$ cat config.mk
export PLATFORM = sky130hd
export DESIGN_NAME = fetch_top
export DESIGN_NICKNAME = d
export VERILOG_FILES = /design/src/common/fetch_pkg.sv /design/src/hw/fetch_stage.sv /design/src/hw/fetch_top.sv /design/src/icache/icache_array.sv /design/src/icache/icache_fill_fsm.sv
export VERILOG_INCLUDE_DIRS = /design/src /design/src/common
export SDC_FILE = /design/constraint.sdc
export NUM_CORES = 2
export LEC_CHECK = 0
export BUFFER_PORTS_ARGS = -buffer_cell sky130_fd_sc_hd__buf_2
export CAP_MARGIN = 25
export CELL_PAD_IN_SITES_DETAIL_PLACEMENT = 1
export CELL_PAD_IN_SITES_GLOBAL_PLACEMENT = 1
export CORE_UTILIZATION = 40
export CTS_CLUSTER_DIAMETER = 50
export DETAILED_ROUTE_END_ITERATION = 10
export PLACE_DENSITY_LB_ADDON = 0.1
export SYNTH_ARGS = -nofsm -noshare
export SYNTH_HDL_FRONTEND = slang
export SYNTH_SLANG_ARGS = --single-unit
$ cat constraint.sdc
create_clock -name clock -period 14.8 [get_ports clock]
set_input_delay 2.96 -clock clock [delete_from_list [all_inputs] [get_ports clock]]
set_output_delay 2.96 -clock clock [all_outputs]
set_load 0.05 [all_outputs]
$ cat src/common/fetch_defs.svh
`ifndef FETCH_DEFS_SVH
`define FETCH_DEFS_SVH

////////////////////////////////////////
// fetch front end widths and geometry
////////////////////////////////////////

// byte address width of the core
`define PC_WIDTH 32

// one instruction word
`define INST_WIDTH 32

// first address fetched out of reset
`define RESET_PC 32'h0000_0000

// direct mapped, 16 lines of one 8 byte block each
`define ICACHE_INDEX_BITS 4

`endif

$ cat src/common/fetch_pkg.sv
`include "fetch_defs.svh"

package fetch_pkg;

	////////////////////////////////////////
	// plain vectors
	////////////////////////////////////////
	typedef logic [`PC_WIDTH-1:0]                     pc_t;            // byte address
	typedef logic [`INST_WIDTH-1:0]                   inst_t;          // one instruction
	typedef logic [2*`INST_WIDTH-1:0]                 fetch_block_t;   // lower word = lower address
	typedef logic [`ICACHE_INDEX_BITS-1:0]            icache_index_t;  // line select
	typedef logic [`PC_WIDTH-`ICACHE_INDEX_BITS-4:0]  icache_tag_t;    // above index and 3 offset bits

	////////////////////////////////////////
	// grouped signals
	////////////////////////////////////////
	typedef struct packed {
		pc_t   pc;            // block address of the pair
		inst_t inst1;         // instruction at pc
		inst_t inst2;         // instruction at pc + 4
		logic  inst1_valid;
		logic  inst2_valid;
	} fetch_bundle_t;

	typedef struct packed {
		logic valid;          // branch mispredicted, restart fetch
		pc_t  target;         // may point at either word of a block
	} redirect_t;

	typedef struct packed {
		logic rs;             // reservation station full
		logic rob;            // reorder buffer full
		logic rat;            // free list empty
		logic structural;     // memory port busy with data access
	} backend_stall_t;

	// miss handling states
	typedef enum logic [1:0] {
		FILL_IDLE  = 2'd0,
		FILL_ADDR  = 2'd1,
		FILL_DATA  = 2'd2,
		FILL_WRITE = 2'd3
	} fill_state_t;

endpackage

$ cat src/hw/fetch_stage.sv
`timescale 1ns/100ps
`include "fetch_defs.svh"

module fetch_stage (
	input  logic                      clock,
	input  logic                      reset,
	input  fetch_pkg::redirect_t      redirect,   // from the back end
	input  fetch_pkg::backend_stall_t stall,
	input  logic                      hit,        // same cycle cache answer
	input  fetch_pkg::fetch_block_t   block,
	output fetch_pkg::pc_t            fetch_pc,   // lookup address
	output fetch_pkg::fetch_bundle_t  bundle      // to decode
);
	import fetch_pkg::*;

	pc_t   pc_q;
	pc_t   pc_next;
	logic  upper_entry_q;      // next bundle enters at the second slot
	logic  upper_entry_next;
	logic  stall_any;
	logic  advance;            // hit taken into the bundle register this cycle
	logic  inst1_valid_q;
	logic  inst2_valid_q;
	pc_t   bundle_pc_q;
	inst_t inst1_q;
	inst_t inst2_q;

	////////////////////////////////////////
	// stall merge and next pc
	////////////////////////////////////////
	assign stall_any = stall.rs | stall.rob | stall.rat | stall.structural;
	assign advance   = hit & ~stall_any & ~redirect.valid;

	always_comb
	begin
		pc_next          = pc_q;             // hold by default (stall or miss)
		upper_entry_next = upper_entry_q;
		if (redirect.valid)
		begin
			// redirect wins over stall and hit, fetch the whole block
			pc_next          = {redirect.target[`PC_WIDTH-1:3], 3'b000};
			upper_entry_next = redirect.target[2];   // remember which slot is live
		end
		else if (advance)
		begin
			pc_next          = pc_q + pc_t'(8);
			upper_entry_next = 1'b0;                  // only the first block is partial
		end
	end

	assign fetch_pc = pc_q;

	////////////////////////////////////////
	// control registers
	////////////////////////////////////////
	always_ff @(posedge clock)
	begin
		if (reset)
		begin
			pc_q          <= pc_t'(`RESET_PC);
			upper_entry_q <= 1'b0;
			inst1_valid_q <= 1'b0;
			inst2_valid_q <= 1'b0;
		end
		else
		begin
			pc_q          <= pc_next;
			upper_entry_q <= upper_entry_next;
			if (redirect.valid)
			begin
				inst1_valid_q <= 1'b0;           // wrong path bundle dropped
				inst2_valid_q <= 1'b0;
			end
			else if (!stall_any)
			begin
				// old bundle was taken; load a new one or go empty on a miss
				inst1_valid_q <= advance & ~upper_entry_q;
				inst2_valid_q <= advance;
			end
		end
	end

	// bundle payload, only moves on a taken hit
	always_ff @(posedge clock)
	begin
		if (advance)
		begin
			bundle_pc_q <= pc_q;
			inst1_q     <= block[`INST_WIDTH-1:0];
			inst2_q     <= block[2*`INST_WIDTH-1:`INST_WIDTH];
		end
	end

	assign bundle = '{
		pc:          bundle_pc_q,
		inst1:       inst1_q,
		inst2:       inst2_q,
		inst1_valid: inst1_valid_q,
		inst2_valid: inst2_valid_q
	};

endmodule

$ cat src/hw/fetch_top.sv
`timescale 1ns/100ps

module fetch_top (
	input  logic                      clock,
	input  logic                      reset,
	input  fetch_pkg::redirect_t      redirect,
	input  fetch_pkg::backend_stall_t stall,
	output fetch_pkg::fetch_bundle_t  bundle,
	// AXI4-Lite read master
	output fetch_pkg::pc_t            araddr,
	output logic                      arvalid,
	input  logic                      arready,
	input  fetch_pkg::inst_t          rdata,
	input  logic [1:0]                rresp,
	input  logic                      rvalid,
	output logic                      rready
);
	import fetch_pkg::*;

	pc_t          fetch_pc;     // stage to array and fill machine
	logic         hit;
	fetch_block_t block;
	logic         fill_valid;   // fill machine to array write port
	pc_t          fill_pc;
	fetch_block_t fill_block;

	////////////////////////////////////////
	// pc, stall merge, output bundle
	////////////////////////////////////////
	fetch_stage u_fetch_stage (
		.clock    (clock),
		.reset    (reset),
		.redirect (redirect),
		.stall    (stall),
		.hit      (hit),
		.block    (block),
		.fetch_pc (fetch_pc),
		.bundle   (bundle)
	);

	icache_array u_icache_array (
		.clock      (clock),
		.reset      (reset),
		.lookup_pc  (fetch_pc),
		.hit        (hit),
		.block      (block),
		.fill_valid (fill_valid),
		.fill_pc    (fill_pc),
		.fill_block (fill_block)
	);

	// miss side, talks to memory
	icache_fill_fsm u_icache_fill_fsm (
		.clock      (clock),
		.reset      (reset),
		.hit        (hit),
		.miss_pc    (fetch_pc),
		.stall      (stall),
		.araddr     (araddr),
		.arvalid    (arvalid),
		.arready    (arready),
		.rdata      (rdata),
		.rresp      (rresp),
		.rvalid     (rvalid),
		.rready     (rready),
		.fill_valid (fill_valid),
		.fill_pc    (fill_pc),
		.fill_block (fill_block)
	);

endmodule

$ cat src/icache/icache_array.sv
`timescale 1ns/100ps
`include "fetch_defs.svh"

module icache_array (
	input  logic                    clock,
	input  logic                    reset,
	input  fetch_pkg::pc_t          lookup_pc,    // current fetch address
	output logic                    hit,
	output fetch_pkg::fetch_block_t block,
	input  logic                    fill_valid,   // one cycle line write
	input  fetch_pkg::pc_t          fill_pc,
	input  fetch_pkg::fetch_block_t fill_block
);
	import fetch_pkg::*;

	localparam int LINES       = 1 << `ICACHE_INDEX_BITS;
	localparam int OFFSET_BITS = 3;                        // 8 byte blocks
	localparam int TAG_LSB     = OFFSET_BITS + `ICACHE_INDEX_BITS;

	icache_tag_t      tag_mem  [LINES];
	fetch_block_t     data_mem [LINES];
	logic [LINES-1:0] valid_q;                             // one bit per line

	icache_index_t lookup_index;
	icache_tag_t   lookup_tag;
	icache_index_t fill_index;
	icache_tag_t   fill_tag;

	////////////////////////////////////////
	// address split
	////////////////////////////////////////
	assign lookup_index = lookup_pc[OFFSET_BITS +: `ICACHE_INDEX_BITS];
	assign lookup_tag   = lookup_pc[`PC_WIDTH-1:TAG_LSB];
	assign fill_index   = fill_pc[OFFSET_BITS +: `ICACHE_INDEX_BITS];
	assign fill_tag     = fill_pc[`PC_WIDTH-1:TAG_LSB];

	// lookup answers in the same cycle
	assign hit   = valid_q[lookup_index] && (tag_mem[lookup_index] == lookup_tag);
	assign block = data_mem[lookup_index];   // don't care on a miss

	////////////////////////////////////////
	// line state
	////////////////////////////////////////
	always_ff @(posedge clock)
	begin
		if (reset)
			valid_q <= '0;                   // cold cache
		else if (fill_valid)
			valid_q[fill_index] <= 1'b1;
	end

	// tag and data store, overwritten whole on a fill
	always_ff @(posedge clock)
	begin
		if (fill_valid)
		begin
			tag_mem[fill_index]  <= fill_tag;
			data_mem[fill_index] <= fill_block;
		end
	end

endmodule

$ cat src/icache/icache_fill_fsm.sv
`timescale 1ns/100ps
`include "fetch_defs.svh"

module icache_fill_fsm (
	input  logic                      clock,
	input  logic                      reset,
	input  logic                      hit,
	input  fetch_pkg::pc_t            miss_pc,     // address that missed
	input  fetch_pkg::backend_stall_t stall,
	// AXI4-Lite read address channel
	output fetch_pkg::pc_t            araddr,
	output logic                      arvalid,
	input  logic                      arready,
	// AXI4-Lite read data channel
	input  fetch_pkg::inst_t          rdata,
	input  logic [1:0]                rresp,       // not looked at by fetch
	input  logic                      rvalid,
	output logic                      rready,
	// line write into the array
	output logic                      fill_valid,
	output fetch_pkg::pc_t            fill_pc,
	output fetch_pkg::fetch_block_t   fill_block
);
	import fetch_pkg::*;

	fill_state_t  state_q;
	fill_state_t  state_next;
	logic         beat_q;         // 0 lower word, 1 upper word
	pc_t          block_addr_q;   // 8 byte aligned miss address
	fetch_block_t block_q;        // line being assembled
	logic         stall_any;
	logic         start_fill;
	logic         beat_done;      // data beat accepted this cycle

	assign stall_any  = stall.rs | stall.rob | stall.rat | stall.structural;
	assign start_fill = (state_q == FILL_IDLE) && !hit && !stall_any;
	assign beat_done  = (state_q == FILL_DATA) && rvalid;

	////////////////////////////////////////
	// next state
	////////////////////////////////////////
	always_comb
	begin
		state_next = state_q;
		case (state_q)
			FILL_IDLE:  if (start_fill) state_next = FILL_ADDR;
			FILL_ADDR:  if (arready)    state_next = FILL_DATA;   // address taken
			FILL_DATA:
			begin
				if (rvalid)
					state_next = beat_q ? FILL_WRITE : FILL_ADDR;  // second word ends it
			end
			FILL_WRITE: state_next = FILL_IDLE;                      // line written here
			default:    state_next = FILL_IDLE;
		endcase
	end

	always_ff @(posedge clock)
	begin
		if (reset)
		begin
			state_q <= FILL_IDLE;
			beat_q  <= 1'b0;
		end
		else
		begin
			state_q <= state_next;
			if (start_fill)
				beat_q <= 1'b0;
			else if (beat_done && !beat_q)
				beat_q <= 1'b1;          // move on to pc + 4
		end
	end

	////////////////////////////////////////
	// address latch and line assembly
	////////////////////////////////////////
	always_ff @(posedge clock)
	begin
		if (start_fill)
			block_addr_q <= {miss_pc[`PC_WIDTH-1:3], 3'b000};
		if (beat_done)
		begin
			if (beat_q)
				block_q[2*`INST_WIDTH-1:`INST_WIDTH] <= rdata;
			else
				block_q[`INST_WIDTH-1:0] <= rdata;
		end
	end

	// held registers keep araddr stable while arvalid waits
	assign araddr     = {block_addr_q[`PC_WIDTH-1:3], beat_q, 2'b00};
	assign arvalid    = (state_q == FILL_ADDR);
	assign rready     = (state_q == FILL_DATA);
	assign fill_valid = (state_q == FILL_WRITE);   // single cycle pulse
	assign fill_pc    = block_addr_q;
	assign fill_block = block_q;

endmodule

==> metrics.md <==
| Metric | Value |
|---|---|
| Final Non-Filler Cells | `5208` |
| Mapped Area | `0.0627 sq mm` |
| Largest net degree at the start of global routing | `161` |
| Crit path kind | `reg -> reg` |
| Setup Fix Bufs, Post-CTS | `0` |
| Setup_tns | `0 ps` |
| Overflow after GRT | `0` |
| Crit path largest cell delay | `810 ps` |
| Starting density of the core | `40.5%` |
| RSZ-0062 raised after global routing | `no` |
| Crit-path most repeated cell | `buf_4` |
| Hold bufs inserted after CTS | `0` |
| Final wirelength | `166 mm` |
| MaxCap Viol Count | `0` |
| Die W | `398 um` |
| Unique masters post-synth | `65` |
| Global-route wire length before repair | `234 mm` |
| Rel. slew slack | `26.6%` |
| DR pass1 iterations | `5` |
| Filler Cells Inserted | `13800` |
| WP data arrival | `6830 ps` |
| Max FO, Critical Path | `49` |
| Final Cycle Share | `43.4%` |
| Crit end category | `flop` |
| Hold Vio Cnt, Final | `0` |
| Top cell type's share of synthesized area | `77.1%` |
| Core ar. | `0.155 sq mm` |
| Register bit total from synthesis | `1665` |
| Syn Area/Cell | `23.2 sq um` |
| Setup violators final | `0` |
| Synth Area in Adders | `0.0200%` |
| Dpl hpwl | `81.2 mm` |
| Vias | `29200` |
| DRT iter0 DRCs | `2072` |
| CTS tree | `built` |
| Peak Freq | `156 MHz` |
| GRT Overall Usage | `21.1%` |
| Post-synth top area cell | `edfxtp_1` |
| WP data required | `15210 ps` |
| Clock root cell | `clkbuf_16` |
| Pins Over Slew Limit | `0` |
| Part of the Yosys area used for sequential elements | `78.9%` |
| Rows | `144` |
| Antenna violations before repair | `6` |
| Async S/R FF share, synth | `0%` |
| Layout overhead on the synthesized area | `15.0%` |
| Clock net sink count | `1665` |
| Post-Synthesis Cells | `2707` |
| Primary FF master, synth | `edfxtp_1` |
| Clk buf depth | `3` |
| Clock Latency Late Sink | `790 ps` |
| Synth cell count leaders | `1610 x edfxtp_1, 401 x mux4_2, 80 x nor2_1, 76 x mux2i_1, 64 x clkbuf_1` |
| Nets | `3086` |
| Cell with the most instances after synthesis | `edfxtp_1` |
| Post-synthesis compound-gate area fraction | `1.54%` |
| Yosys warnings | `0` |
| P_leak | `22.3 nW` |
| Xor/xnor share of the synthesized area | `0.405%` |
| Pwr/cell area | `138 mW/mm^2` |
| Clock slew at reported path FFs | `60 ps` |
| Hold Crit Class | `reg -> reg` |
| Port Buf Inserts | `197` |
| Worst path slowest cell | `buf_4` |
| Die Ht | `398 um` |
| I/O pin count | `207` |
| Largest family of logic cells by synthesized area | `multiplexers` |
| Placed Instances | `4862` |
| Worst VDD drop | `0.0947 mV` |
| Share of cells above drive strength 1 | `30.0%` |
| CTS buffer count | `187` |
| Final Critical Period | `6420 ps` |
| Synth top area cells | `edfxtp_1 77%, mux4_2 14%, dfxtp_1 1.8%` |
| Worst Tran Pin Value | `1100 ps` |
| Worst path cell trace | `buf_4, buf_4, mux4_2, mux2i_1, mux2i_1, xnor2_1, nand4_1, nor4_2, nand4_2, buf_4, nor2_4, buf_4, buf_4` |
| Simple-gate share of the synthesized area | `2.09%` |
| Drt wl/cell | `31.8 um` |
| Routed vias/inst | `5.61` |
| Antenna-violating nets left | `0` |
| Post_cts resized | `0` |
| Vias in the first global route | `31400` |
| Die ar. | `0.158 sq mm` |
| Setup crit start kind | `flop` |
| Layout Skew | `23.7 ps` |
| Outcome | `finished clean` |
| Post-synth EDFFs | `1610` |
| H-tree depth | `4` |
| Routability congestion estimate | `0.806` |
| Fraction of synthesized area in multiplexers | `15.8%` |
| Drt drc | `0` |
[metal layers]
metal,global-route usage (%),part of all wire [%],up-vias
met5,0,0.0072,-
met4,6.20,2.6,2
met3,3.21,4.5,236
met2,34.6,49,733
met1,29.2,44,16100
li1,-,-,12100
[critical path, delay by kind of cell (launching register included)]
| family | cells | cell delay (ps) |
|---|---|---|
| XOR/XNOR | 1 | 340 |
| multiplexers | 3 | 880 |
| flip-flops | 1 | 750 |
| AND/OR/NAND/NOR | 4 | 880 |
| buffers and inverters | 5 | 2970 |
[placed cells by master, fill, tap and decap left out, types with 7 or more instances in the layout]
| master | instances |
|---|---|
| a211oi_1 | 10 |
| a21oi_1 | 13 |
| a221oi_2 | 7 |
| a22o_1 | 13 |
| a22oi_1 | 15 |
| a31oi_1 | 10 |
| and2_1 | 10 |
| and3_1 | 15 |
| and4_1 | 8 |
| buf_12 | 17 |
| buf_2 | 197 |
| buf_4 | 34 |
| bufinv_16 | 8 |
| clkbuf_1 | 45 |
| clkbuf_16 | 191 |
| clkinv_1 | 46 |
| clkinv_2 | 24 |
| dfxtp_1 | 47 |
| edfxtp_1 | 1610 |
| inv_1 | 13 |
| inv_6 | 8 |
| mux2i_1 | 76 |
| mux4_2 | 401 |
| nand2_1 | 36 |
| nand3_1 | 22 |
| nand4_1 | 11 |
| nor2_1 | 65 |
| nor2_4 | 14 |
| nor2b_1 | 14 |
| nor3_1 | 10 |
| nor4_1 | 7 |
| o21ai_0 | 21 |
| xnor2_1 | 18 |
| xor2_1 | 11 |
[cell families (layout without fill, tap and decap cells)]
group | Yosys count | after routing
AOI/OAI and AO/OA | 126 | 126
xor gates and xnor gates | 29 | 29
adders and majority gates | 1 | 1
buffers and inverters | 154 | 605
DFF | 1665 | 1665
muxes | 482 | 482
other | 1 | 7
and+or+nand+nor | 249 | 249
[area by class of cell]
type	count	area (sq um)	share of cell area (%)
sequential	1665	49500	68.6
multi-input combinational	892	12600	17.4
clock buffer	236	4950	6.86
tap	2044	2560	3.55
timing repair buffer	250	1640	2.27
clock inverter	105	843	1.17
inverter	14	52.6	0.0729
antenna	2	5.00	0.00694
[report_power, final]
part / leakage, nW / switching (W) / internal [W]
clock: 2.82 / 0.00186 / 0.00251
sequential: 15.0 / 0.0000472 / 0.00512
combinational: 4.55 / 0.000210 / 0.000201
[metrics by stage]
stage | worst slack [ps] | area (sq um) | hold slack (ps) | utilization [%] | total power, W
after floorplan | 6070 | 62700 | 420 | - | 0.00555
after global placement | 8300 | 66200 | 444 | 42.8 | 0.00568
after detailed placement | 8210 | 66200 | 459 | 42.8 | 0.00569
after CTS | 8190 | 72000 | 472 | 46.5 | 0.0101
after global routing | 7990 | 72100 | 512 | 46.6 | 0.0103
final | 8380 | 72100 | 469 | 46.6 | 0.00995
[state kept, by name, indices dropped and copies added, names as in the netlist, named ones only]
name / flops
u_icache_fill_fsm.state_q: 2
u_icache_array.valid_q: 16
u_fetch_stage.fetch_pc: 29
u_fetch_stage.inst2_valid_q: 1
u_icache_fill_fsm.fill_block: 64
u_fetch_stage.inst1_q: 32
u_fetch_stage.bundle_pc_q: 29
u_fetch_stage.upper_entry_q: 1
u_fetch_stage.inst1_valid_q: 1
u_icache_fill_fsm.beat_q: 1
u_icache_array.tag_mem: 400
u_icache_array.data_mem: 1024
u_fetch_stage.inst2_q: 32
u_icache_fill_fsm.fill_pc: 29
[final timing paths]
| kind | from | end | slack (ps) | cells after the start |
|---|---|---|---|---|
| hold / removal | u_icache_array.valid_q[12] | u_icache_array.valid_q[12] | 470 | 2 |
| hold reg to reg | u_icache_array.valid_q[12] | u_icache_array.valid_q[12] | 470 | 2 |
| setup reg to reg | flop | u_fetch_stage.inst1_q[29] | 8380 | 13 |
| setup / recovery | flop | u_fetch_stage.inst1_q[29] | 8380 | 13 |
Power figures use the tool's default switching activity.
